File: config.mk
export PLATFORM = sky130hd
export DESIGN_NAME = spi_video_ram
export DESIGN_NICKNAME = d
export VERILOG_FILES = /design/src/hw/vram_pkg.sv /design/src/hw/vram_write_fifo.sv /design/src/hw/sram_qspi_phy.sv /design/src/hw/vram_sequencer.sv /design/src/hw/line_buffer.sv /design/src/hw/spi_video_ram.sv
export SDC_FILE = /design/constraint.sdc
export NUM_CORES = 2
export LEC_CHECK = 0
export BUFFER_PORTS_ARGS = -buffer_cell sky130_fd_sc_hd__clkbuf_2
export CAP_MARGIN = 20
export CELL_PAD_IN_SITES_DETAIL_PLACEMENT = 0
export CELL_PAD_IN_SITES_GLOBAL_PLACEMENT = 1
export CORE_AREA = 2 2 371 373
export CTS_BUF_LIST = sky130_fd_sc_hd__clkbuf_4 sky130_fd_sc_hd__clkbuf_8 sky130_fd_sc_hd__clkbuf_16
export DETAILED_ROUTE_END_ITERATION = 8
export DIE_AREA = 0 0 373 375
export PLACE_DENSITY = 0.82
export SLEW_MARGIN = 10
export SYNTH_ARGS = -nofsm -noshare
export SYNTH_HDL_FRONTEND = slang
export SYNTH_SLANG_ARGS = --single-unit
File: constraint.sdc
create_clock -name clk -period 5.9 [get_ports clk]
set_input_delay 0.295 -clock clk [delete_from_list [all_inputs] [get_ports clk]]
set_output_delay 0.295 -clock clk [all_outputs]
set_load 0.05 [all_outputs]
File: src/hw/vram_pkg.sv
package vram_pkg;

    // hack screen geometry inside the 640x480 raster
    localparam int HACK_SCREEN_WIDTH  = 512;
    localparam int HACK_SCREEN_HEIGHT = 256;
    localparam int HACK_H_OFFSET      = 64;
    localparam int HACK_V_OFFSET      = 112;
    localparam int WORDS_PER_ROW      = 32;
    localparam int NIBBLES_PER_ROW    = 128;

    // 23LC1024 command codes
    localparam logic [7:0] INS_RSTIO = 8'hFF;
    localparam logic [7:0] INS_EQIO  = 8'h38;
    localparam logic [7:0] INS_READ  = 8'h03;
    localparam logic [7:0] INS_WRITE = 8'h02;

    localparam int READ_DUMMY_SCK = 2;
    localparam int FIFO_DEPTH     = 16;

    // serial clock counts per transaction
    localparam int SPI_CMD_SCK     = 8;
    localparam int QUAD_HEADER_SCK = 8;
    localparam int READ_DATA_SCK   = QUAD_HEADER_SCK + READ_DUMMY_SCK;
    localparam int QUAD_READ_SCK   = READ_DATA_SCK + NIBBLES_PER_ROW;
    localparam int QUAD_WRITE_SCK  = QUAD_HEADER_SCK + 4;

    typedef logic [15:0] word_t;
    typedef logic [12:0] vram_addr_t;
    typedef logic [23:0] sram_addr_t;
    typedef logic [7:0]  row_t;
    typedef logic [3:0]  nibble_t;
    typedef logic [9:0]  pos_t;

    typedef enum logic [1:0] {
        op_rstio,
        op_eqio,
        op_read_row,
        op_write_word
    } qspi_op_e;

    typedef enum logic [2:0] {
        st_reset_io,
        st_enter_quad,
        st_idle,
        st_read,
        st_write
    } seq_state_e;

    typedef struct packed {
        qspi_op_e   op;
        sram_addr_t addr;
        word_t      data;
    } qspi_req_t;

    typedef struct packed {
        vram_addr_t addr;
        word_t      data;
    } vram_write_t;

endpackage

File: src/hw/vram_write_fifo.sv
`timescale 1ns/10ps

module vram_write_fifo (
    input  logic                  clk,
    input  logic                  reset,
    input  logic                  push_i,
    input  vram_pkg::vram_write_t push_data_i,
    input  logic                  pop_i,
    output vram_pkg::vram_write_t head_o,
    output logic                  empty_o,
    output logic                  full_o
);

    vram_pkg::vram_write_t mem [vram_pkg::FIFO_DEPTH];

    logic [$clog2(vram_pkg::FIFO_DEPTH)-1:0] wr_ptr_q;
    logic [$clog2(vram_pkg::FIFO_DEPTH)-1:0] rd_ptr_q;
    logic [$clog2(vram_pkg::FIFO_DEPTH):0]   count_q;
    logic                                    do_push;
    logic                                    do_pop;

    assign empty_o = (count_q == '0);
    assign full_o  = (count_q == vram_pkg::FIFO_DEPTH);
    assign head_o  = mem[rd_ptr_q];

    // writes while full and reads while empty are dropped
    assign do_push = push_i && !full_o;
    assign do_pop  = pop_i && !empty_o;

    always_ff @(posedge clk) begin
        if (do_push) begin
            mem[wr_ptr_q] <= push_data_i;
        end
    end

    always_ff @(posedge clk) begin
        if (reset) begin
            wr_ptr_q <= '0;
            rd_ptr_q <= '0;
            count_q  <= '0;
        end else begin
            if (do_push) begin
                wr_ptr_q <= wr_ptr_q + 1'b1;
            end
            if (do_pop) begin
                rd_ptr_q <= rd_ptr_q + 1'b1;
            end
            case ({do_push, do_pop})
                2'b10: count_q <= count_q + 1'b1;
                2'b01: count_q <= count_q - 1'b1;
                default: count_q <= count_q;
            endcase
        end
    end

endmodule

File: src/hw/sram_qspi_phy.sv
`timescale 1ns/10ps

module sram_qspi_phy (
    input  logic                clk,
    input  logic                reset,
    input  logic                req_valid_i,
    input  vram_pkg::qspi_req_t req_i,
    output logic                idle_o,
    output logic                done_o,
    output logic                nib_valid_o,
    output vram_pkg::nibble_t   nib_o,
    output logic                sram_cs_n_o,
    output logic                sram_sck_o,
    output logic                sram_sio_oe_o,
    output vram_pkg::nibble_t   sram_sio_o,
    input  vram_pkg::nibble_t   sram_sio_i
);

    logic               cs_n_q;
    logic               sck_q;
    logic               oe_q;
    logic               done_q;
    logic               nib_valid_q;
    logic [7:0]         sck_cnt_q;
    logic [7:0]         sck_total;
    logic [47:0]        shift_q;
    logic [7:0]         cmd;
    vram_pkg::word_t    data_rev;
    vram_pkg::qspi_op_e op_q;
    vram_pkg::nibble_t  nib_q;
    logic               quad;
    logic               accept;

    assign idle_o        = cs_n_q && !done_q;
    assign accept        = idle_o && req_valid_i;
    assign done_o        = done_q;
    assign nib_valid_o   = nib_valid_q;
    assign nib_o         = nib_q;
    assign sram_cs_n_o   = cs_n_q;
    assign sram_sck_o    = sck_q;
    assign sram_sio_oe_o = oe_q;

    assign quad = (op_q == vram_pkg::op_read_row) || (op_q == vram_pkg::op_write_word);

    // spi mode keeps HOLD_N (sio3) high and sends on sio0
    assign sram_sio_o = quad ? shift_q[47:44] : {1'b1, 2'b00, shift_q[47]};

    always_comb begin
        case (req_i.op)
            vram_pkg::op_rstio:     cmd = vram_pkg::INS_RSTIO;
            vram_pkg::op_eqio:      cmd = vram_pkg::INS_EQIO;
            vram_pkg::op_read_row:  cmd = vram_pkg::INS_READ;
            default:                cmd = vram_pkg::INS_WRITE;
        endcase
        // hack pixel 0 is word bit 0, so it goes out first
        for (int i = 0; i < 16; i++) begin
            data_rev[i] = req_i.data[15-i];
        end
    end

    always_comb begin
        case (op_q)
            vram_pkg::op_read_row:   sck_total = 8'(vram_pkg::QUAD_READ_SCK);
            vram_pkg::op_write_word: sck_total = 8'(vram_pkg::QUAD_WRITE_SCK);
            default:                 sck_total = 8'(vram_pkg::SPI_CMD_SCK);
        endcase
    end

    always_ff @(posedge clk) begin
        if (reset) begin
            cs_n_q      <= 1'b1;
            sck_q       <= 1'b0;
            oe_q        <= 1'b1;
            done_q      <= 1'b0;
            nib_valid_q <= 1'b0;
            sck_cnt_q   <= '0;
            op_q        <= vram_pkg::op_rstio;
        end else begin
            done_q      <= 1'b0;
            nib_valid_q <= 1'b0;
            if (accept) begin
                cs_n_q    <= 1'b0;
                sck_q     <= 1'b0;
                oe_q      <= 1'b1;
                sck_cnt_q <= '0;
                op_q      <= req_i.op;
            end else if (!cs_n_q) begin
                if (!sck_q) begin
                    // rising edge of sck
                    sck_q     <= 1'b1;
                    sck_cnt_q <= sck_cnt_q + 1'b1;
                    if (op_q == vram_pkg::op_read_row &&
                        sck_cnt_q >= 8'(vram_pkg::READ_DATA_SCK)) begin
                        nib_valid_q <= 1'b1;
                    end
                end else if (sck_cnt_q == sck_total) begin
                    cs_n_q <= 1'b1;
                    sck_q  <= 1'b0;
                    oe_q   <= 1'b1;
                    done_q <= 1'b1;
                end else begin
                    sck_q <= 1'b0;
                    // hand the bus to the sram for the dummy clocks
                    if (op_q == vram_pkg::op_read_row &&
                        sck_cnt_q == 8'(vram_pkg::QUAD_HEADER_SCK)) begin
                        oe_q <= 1'b0;
                    end
                end
            end
        end
    end

    // shift on falling sck, sample on rising sck
    always_ff @(posedge clk) begin
        if (accept) begin
            shift_q <= {cmd, req_i.addr, data_rev};
        end else if (!cs_n_q && sck_q) begin
            shift_q <= quad ? (shift_q << 4) : (shift_q << 1);
        end
        if (!cs_n_q && !sck_q) begin
            nib_q <= sram_sio_i;
        end
    end

endmodule

File: src/hw/vram_sequencer.sv
`timescale 1ns/10ps

module vram_sequencer (
    input  logic                  clk,
    input  logic                  reset,
    input  vram_pkg::pos_t        display_hpos_i,
    input  vram_pkg::pos_t        display_vpos_i,
    input  logic                  fifo_empty_i,
    input  vram_pkg::vram_write_t fifo_head_i,
    output logic                  fifo_pop_o,
    input  logic                  phy_idle_i,
    input  logic                  phy_done_i,
    output logic                  req_valid_o,
    output vram_pkg::qspi_req_t   req_o,
    output logic                  fetch_start_o,
    output vram_pkg::row_t        fetch_row_o,
    output logic                  initialized_o
);

    vram_pkg::seq_state_e state_q;
    logic                 initialized_q;
    logic                 fetch_pending_q;
    vram_pkg::row_t       fetch_row_q;
    logic                 fetch_trigger;
    vram_pkg::row_t       trigger_row;
    logic                 in_idle;

    assign initialized_o = initialized_q;
    assign fetch_row_o   = fetch_row_q;
    assign in_idle       = (state_q == vram_pkg::st_idle);

    // fetch row r on the raster line just before it is shown
    assign fetch_trigger = initialized_q && (display_hpos_i == '0) &&
        (display_vpos_i >= vram_pkg::pos_t'(vram_pkg::HACK_V_OFFSET - 1)) &&
        (display_vpos_i < vram_pkg::pos_t'(vram_pkg::HACK_V_OFFSET +
                                           vram_pkg::HACK_SCREEN_HEIGHT - 1));
    assign trigger_row = vram_pkg::row_t'(display_vpos_i -
                                          vram_pkg::pos_t'(vram_pkg::HACK_V_OFFSET - 1));

    // fetches win over queued writes
    assign fetch_start_o = in_idle && phy_idle_i && fetch_pending_q;
    assign fifo_pop_o    = in_idle && phy_idle_i && !fetch_pending_q && !fifo_empty_i;

    always_comb begin
        case (state_q)
            vram_pkg::st_reset_io,
            vram_pkg::st_enter_quad: req_valid_o = phy_idle_i;
            vram_pkg::st_idle:       req_valid_o = fetch_start_o || fifo_pop_o;
            default:                 req_valid_o = 1'b0;
        endcase
    end

    always_comb begin
        req_o.op   = vram_pkg::op_write_word;
        req_o.addr = vram_pkg::sram_addr_t'({fifo_head_i.addr, 1'b0});
        req_o.data = fifo_head_i.data;
        case (state_q)
            vram_pkg::st_reset_io: begin
                req_o.op = vram_pkg::op_rstio;
            end
            vram_pkg::st_enter_quad: begin
                req_o.op = vram_pkg::op_eqio;
            end
            default: begin
                if (fetch_pending_q) begin
                    req_o.op   = vram_pkg::op_read_row;
                    req_o.addr = vram_pkg::sram_addr_t'(fetch_row_q) *
                                 vram_pkg::sram_addr_t'(2 * vram_pkg::WORDS_PER_ROW);
                end
            end
        endcase
    end

    always_ff @(posedge clk) begin
        if (reset) begin
            state_q         <= vram_pkg::st_reset_io;
            initialized_q   <= 1'b0;
            fetch_pending_q <= 1'b0;
        end else begin
            if (fetch_trigger) begin
                fetch_pending_q <= 1'b1;
            end else if (fetch_start_o) begin
                fetch_pending_q <= 1'b0;
            end
            case (state_q)
                vram_pkg::st_reset_io: begin
                    if (phy_done_i) begin
                        state_q <= vram_pkg::st_enter_quad;
                    end
                end
                vram_pkg::st_enter_quad: begin
                    if (phy_done_i) begin
                        state_q       <= vram_pkg::st_idle;
                        initialized_q <= 1'b1;
                    end
                end
                vram_pkg::st_idle: begin
                    if (fetch_start_o) begin
                        state_q <= vram_pkg::st_read;
                    end else if (fifo_pop_o) begin
                        state_q <= vram_pkg::st_write;
                    end
                end
                default: begin
                    // read or write in flight
                    if (phy_done_i) begin
                        state_q <= vram_pkg::st_idle;
                    end
                end
            endcase
        end
    end

    always_ff @(posedge clk) begin
        if (fetch_trigger) begin
            fetch_row_q <= trigger_row;
        end
    end

endmodule

File: src/hw/line_buffer.sv
`timescale 1ns/10ps

module line_buffer (
    input  logic              clk,
    input  logic              reset,
    input  logic              fetch_start_i,
    input  vram_pkg::row_t    fetch_row_i,
    input  logic              nib_valid_i,
    input  vram_pkg::nibble_t nib_i,
    input  vram_pkg::pos_t    display_hpos_i,
    input  vram_pkg::pos_t    display_vpos_i,
    input  logic              display_active_i,
    output logic              pixel_o
);

    logic [vram_pkg::HACK_SCREEN_WIDTH-1:0]        rows_q [2];
    logic [$clog2(vram_pkg::NIBBLES_PER_ROW)-1:0] wr_pos_q;
    logic                                         fill_half_q;
    vram_pkg::pos_t                               col;
    vram_pkg::pos_t                               line;
    logic                                         in_cols;
    logic                                         in_rows;

    always_ff @(posedge clk) begin
        if (reset) begin
            wr_pos_q    <= '0;
            fill_half_q <= 1'b0;
        end else if (fetch_start_i) begin
            wr_pos_q    <= '0;
            fill_half_q <= fetch_row_i[0];
        end else if (nib_valid_i) begin
            wr_pos_q <= wr_pos_q + 1'b1;
        end
    end

    // sio3 carries the leftmost pixel of each nibble
    always_ff @(posedge clk) begin
        if (nib_valid_i) begin
            rows_q[fill_half_q][{wr_pos_q, 2'b00} +: 4] <= {nib_i[0], nib_i[1], nib_i[2], nib_i[3]};
        end
    end

    assign col  = display_hpos_i - vram_pkg::pos_t'(vram_pkg::HACK_H_OFFSET);
    assign line = display_vpos_i - vram_pkg::pos_t'(vram_pkg::HACK_V_OFFSET);

    assign in_cols = (display_hpos_i >= vram_pkg::pos_t'(vram_pkg::HACK_H_OFFSET)) &&
        (display_hpos_i < vram_pkg::pos_t'(vram_pkg::HACK_H_OFFSET +
                                           vram_pkg::HACK_SCREEN_WIDTH));
    assign in_rows = (display_vpos_i >= vram_pkg::pos_t'(vram_pkg::HACK_V_OFFSET)) &&
        (display_vpos_i < vram_pkg::pos_t'(vram_pkg::HACK_V_OFFSET +
                                           vram_pkg::HACK_SCREEN_HEIGHT));

    // a set bit is a black pixel on the hack screen
    assign pixel_o = display_active_i && in_cols && in_rows && !rows_q[line[0]][col[8:0]];

endmodule

File: src/hw/spi_video_ram.sv
`timescale 1ns/10ps

module spi_video_ram (
    input  logic                 clk,
    input  logic                 reset,
    input  logic                 write_strobe_i,
    input  vram_pkg::vram_addr_t write_addr_i,
    input  vram_pkg::word_t      write_data_i,
    input  vram_pkg::pos_t       display_hpos_i,
    input  vram_pkg::pos_t       display_vpos_i,
    input  logic                 display_active_i,
    output logic                 pixel_o,
    output logic                 initialized_o,
    output logic                 sram_cs_n_o,
    output logic                 sram_sck_o,
    output logic                 sram_sio_oe_o,
    output vram_pkg::nibble_t    sram_sio_o,
    input  vram_pkg::nibble_t    sram_sio_i
);

    vram_pkg::vram_write_t cpu_write;
    vram_pkg::vram_write_t fifo_head;
    vram_pkg::qspi_req_t   phy_req;
    vram_pkg::row_t        fetch_row;
    vram_pkg::nibble_t     nib;
    logic                  fifo_push;
    logic                  fifo_pop;
    logic                  fifo_empty;
    logic                  fifo_full;
    logic                  phy_idle;
    logic                  phy_done;
    logic                  req_valid;
    logic                  fetch_start;
    logic                  nib_valid;

    // no back-pressure toward the cpu
    assign cpu_write = '{addr: write_addr_i, data: write_data_i};
    assign fifo_push = write_strobe_i && !fifo_full;

    vram_write_fifo u_fifo (
        .clk         (clk),
        .reset       (reset),
        .push_i      (fifo_push),
        .push_data_i (cpu_write),
        .pop_i       (fifo_pop),
        .head_o      (fifo_head),
        .empty_o     (fifo_empty),
        .full_o      (fifo_full)
    );

    vram_sequencer u_seq (
        .clk            (clk),
        .reset          (reset),
        .display_hpos_i (display_hpos_i),
        .display_vpos_i (display_vpos_i),
        .fifo_empty_i   (fifo_empty),
        .fifo_head_i    (fifo_head),
        .fifo_pop_o     (fifo_pop),
        .phy_idle_i     (phy_idle),
        .phy_done_i     (phy_done),
        .req_valid_o    (req_valid),
        .req_o          (phy_req),
        .fetch_start_o  (fetch_start),
        .fetch_row_o    (fetch_row),
        .initialized_o  (initialized_o)
    );

    sram_qspi_phy u_phy (
        .clk           (clk),
        .reset         (reset),
        .req_valid_i   (req_valid),
        .req_i         (phy_req),
        .idle_o        (phy_idle),
        .done_o        (phy_done),
        .nib_valid_o   (nib_valid),
        .nib_o         (nib),
        .sram_cs_n_o   (sram_cs_n_o),
        .sram_sck_o    (sram_sck_o),
        .sram_sio_oe_o (sram_sio_oe_o),
        .sram_sio_o    (sram_sio_o),
        .sram_sio_i    (sram_sio_i)
    );

    line_buffer u_line_buf (
        .clk              (clk),
        .reset            (reset),
        .fetch_start_i    (fetch_start),
        .fetch_row_i      (fetch_row),
        .nib_valid_i      (nib_valid),
        .nib_i            (nib),
        .display_hpos_i   (display_hpos_i),
        .display_vpos_i   (display_vpos_i),
        .display_active_i (display_active_i),
        .pixel_o          (pixel_o)
    );

endmodule

==> results.txt <==
status -> completed
worst clock skew -> 0.05945 ns
Static Leakage -> 20.34 nW
first-pass GRT wire length -> 256,600 um
Unique masters post-synth -> 66
Req. time, crit path -> 5.61 ns
Crit-path slowest cell -> a2111oi_0
Avg Inst Size Synth -> 16.45 um^2
CP startpoint -> display_vpos_i[0]
wirelength, routed -> 177,400 um
final-report setup violation count -> 0
post-DP HPWL -> 113,900 um
Routed Antenna Nets -> 0
vias in the first global route -> 38,460
number of remaining DRC errors -> 0
Die ar. -> 139,900 um^2
gpl congestion -> 0.9307
worst-margin pin slew -> 1.298 ns
startpoint types -> input port
Clock transition at path regs -> 0.05 ns
commonest non-fill, non-tap cell in the layout -> edfxtp_1
# IOs -> 66
starting density of the core -> 0.4862
Synth Area in Compound Gates -> 0.02662
largest family of logic cells by synthesized area -> multiplexers
met3 usage -> 0.06099
critical path buffer and inverter count -> 3
initial antenna violation count -> 7
dpl ws -> 1.456 ns
total gr overflow -> 0
post-synthesis mux area share -> 0.1506
MaxCap Viol Count -> 0
proportion of layout cells with a drive suffix above 1 -> 0.1974
port bufs -> 65
fmax -> 217.7 MHz
min-delay src -> write_strobe_i
largest net degree at the start of global routing -> 88
Total Routing Usage GR -> 0.2528
Data arrival, critical path -> 4.30 ns
Yosys reg bits -> 1,593
EDFF count, synth -> 1,548
reg2reg end -> u_line_buf.rows_q[0][494]
commonest non-fill, non-tap cells in the layout -> edfxtp_1, nor2_1, mux4_2
Resized Gates After CTS -> 0
Synth Instances -> 4,028
CTS tree -> yes
asr flop ratio synth -> 0
final setup TNS -> 0 ns
Max Slew Vio Count -> 0
CP Depth -> 10
H-tree depth -> 4
Top cell by count, worst path -> o22ai_1
Horiz. Die Dim -> 373 um
post-synth top area cell -> edfxtp_1
simple-gate share of the synthesized area -> 0.07844
drt wl/cell -> 29.28 um
grt met1 use -> 0.3182
Final WS setup -> 1.307 ns
Critical Path Fanout Max -> 66
Reg2Reg Setup Slack -> 1.71 ns
clock period minus worst slack -> 4.593 ns
Final Hold Viols -> 0
kind of critical path -> input port to output pin
CTS root buf -> clkbuf_16
adder-cell area share of the yosys netlist -> 0.004455
worst-case reg-to-reg path depth -> 10
hold depth -> 4
placeable core area -> 136,300 um^2
post-synthesis sequential area ratio -> 0.7150
Min-Delay Path Class -> input port to register
number of fill cells in the layout -> 10,450
Slew HR -> 0.1313
Synth Flop Type -> edfxtp_1
clock buffer depth -> 3
post-synthesis net count -> 4,108
via count -> 37,980
Core Rows -> 136
Detailed Routing Iterations Pass 1 -> 8
post-CTS repair timing setup buffer count -> 0
XOR/XNOR share of the synthesized area -> 0.004757
crit share post-route -> 0.7785
peak supply drop -> 443.6 uV
Area contributors post-synth -> edfxtp_1, mux4_2, nor2_1, mux2i_1, nand2_1
critical path's largest stage delay -> 0.91 ns
Skew-Pair Late Insertion Delay -> 0.83 ns
1st-iter DRT viols -> 5,062
synth warn -> 0
Layout Nets -> 4,207
critical path capture point -> pixel_o
Die H -> 375 um
Vias/cell -> 6.270
busiest grt layer -> met2
worst path cell trace -> buf_8 > or3_1 > buf_4 > o22ai_1 > a2111oi_0 > o22ai_1 > nor4_1 > o311ai_1 > o31ai_2 > clkbuf_2
Area Growth Syn to Fin -> 12.76%
CTS Sinks -> 1,593
Critical Path Sink Type -> output pin
Critical R2R Launch -> u_line_buf.wr_pos_q[1]
TritonCTS Buffers -> 161
Synth top area share -> 0.7014
RSZ-0062 raised after global routing -> no
crit-path leading delay family -> compound AO/OA/AOI/OAI gates
Post-Syn Area -> 66,280 um^2
hold_buf cts -> 44
Power Density -> 319.4 nW/um^2
M2 GR Usage -> 0.4123
==> worst min path at each step <==
stage                         endpoint  slack (ns)
floorplan             u_fifo.mem[0][0]        0.39
global placement        u_phy.nib_o[0]        0.48
detailed placement      u_phy.nib_o[2]        0.48
CTS                 u_fifo.wr_ptr_q[0]        0.03
global route        u_fifo.wr_ptr_q[0]        0.11
finish              u_fifo.wr_ptr_q[0]        0.07
==> cells in the mapped netlist (27+ instances only) <==
cell type     n
edfxtp_1   1548
buf_1        30
dfxtp_1      45
nor2_1      873
buf_2        35
o21ai_0      41
nand3_1      28
mux4_2      350
a21oi_1      53
nand2_1     246
clkbuf_1    155
o221ai_1     32
mux2i_1     175
inv_1        27
==> worst register-to-register path, stage by stage, from the launching register on <==
cell      delay (ns)
dfxtp_1         0.37
inv_1           0.13
ha_1            0.35
nand3b_1        0.21
or2_2           0.34
o21ai_1         0.12
buf_4           0.21
nand2_1         0.51
nor2_1          0.61
nand2_1         0.53
nor2_1          0.50
==> cell type report <==
type,instances,area [um^2],area share
sequential,1593,47400,0.6342
multi-input combinational,2148,17840,0.2387
clock buffer,190,4283,0.05731
tap,1794,2245,0.03004
timing repair buffer,194,1524,0.02039
clock inverter,107,1326,0.01775
inverter,29,108.9,0.001457
antenna,3,7.507,0.0001005
==> power breakdown <==
part           total (mW)  leakage [nW]  internal, mW  switching [mW]
clock network        10.7          2.76          6.22            4.50
logic               0.725          5.38         0.250           0.475
registers            12.4          12.2          12.4          0.0474
==> kinds of logic after synthesis <==
family,after synthesis
adders and majority gates,23
buffers and inverters,287
AOI/OAI and AO/OA,260
and+or+nand+nor,1281
muxes,548
DFF,1593
xor gates and xnor gates,36
==> routing by layer <==
layer	share of wire	up-vias
li1	-	15780
met1	0.36	19360
met2	0.48	2343
met3	0.11	497
met4	0.053	8
met5	0.00061	-
==> state kept, by name (all words and copies together), names as in the netlist, 2 cells and up, named ones only <==
register             count
u_phy.shift_q           48
u_line_buf.wr_pos_q      7
u_phy.nib_o              4
u_fifo.rd_ptr_q          4
u_phy.op_q               2
u_seq.state_q            3
u_fifo.count_q           5
u_fifo.mem             464
u_phy.sck_cnt_q          8
u_fifo.wr_ptr_q          4
u_line_buf.rows_q     1024
u_seq.fetch_row_o        8
==> metrics by stage <==
| stage | cell area (um^2) | util | hold slack, ns | cells | power (mW) |
|---|---|---|---|---|---|
| 6_report | 74730 | 0.5483 | 0.06926 | 6058 | 23.87 |
| 3_5_place_dp | 68650 | 0.5037 | 0.4795 | 5711 | 13.35 |
| 3_3_place_gp | 68630 | 0.5035 | 0.4809 | 5708 | 13.33 |
| 2_1_floorplan | 66280 | - | 0.3939 | 4028 | 13.06 |
| 5_1_grt | 74730 | 0.5483 | 0.1071 | 6056 | 24.44 |
| 4_1_cts | 74700 | 0.5481 | 0.03077 | 6052 | 23.94 |
Note: power is estimated with default switching activity, not from simulation.
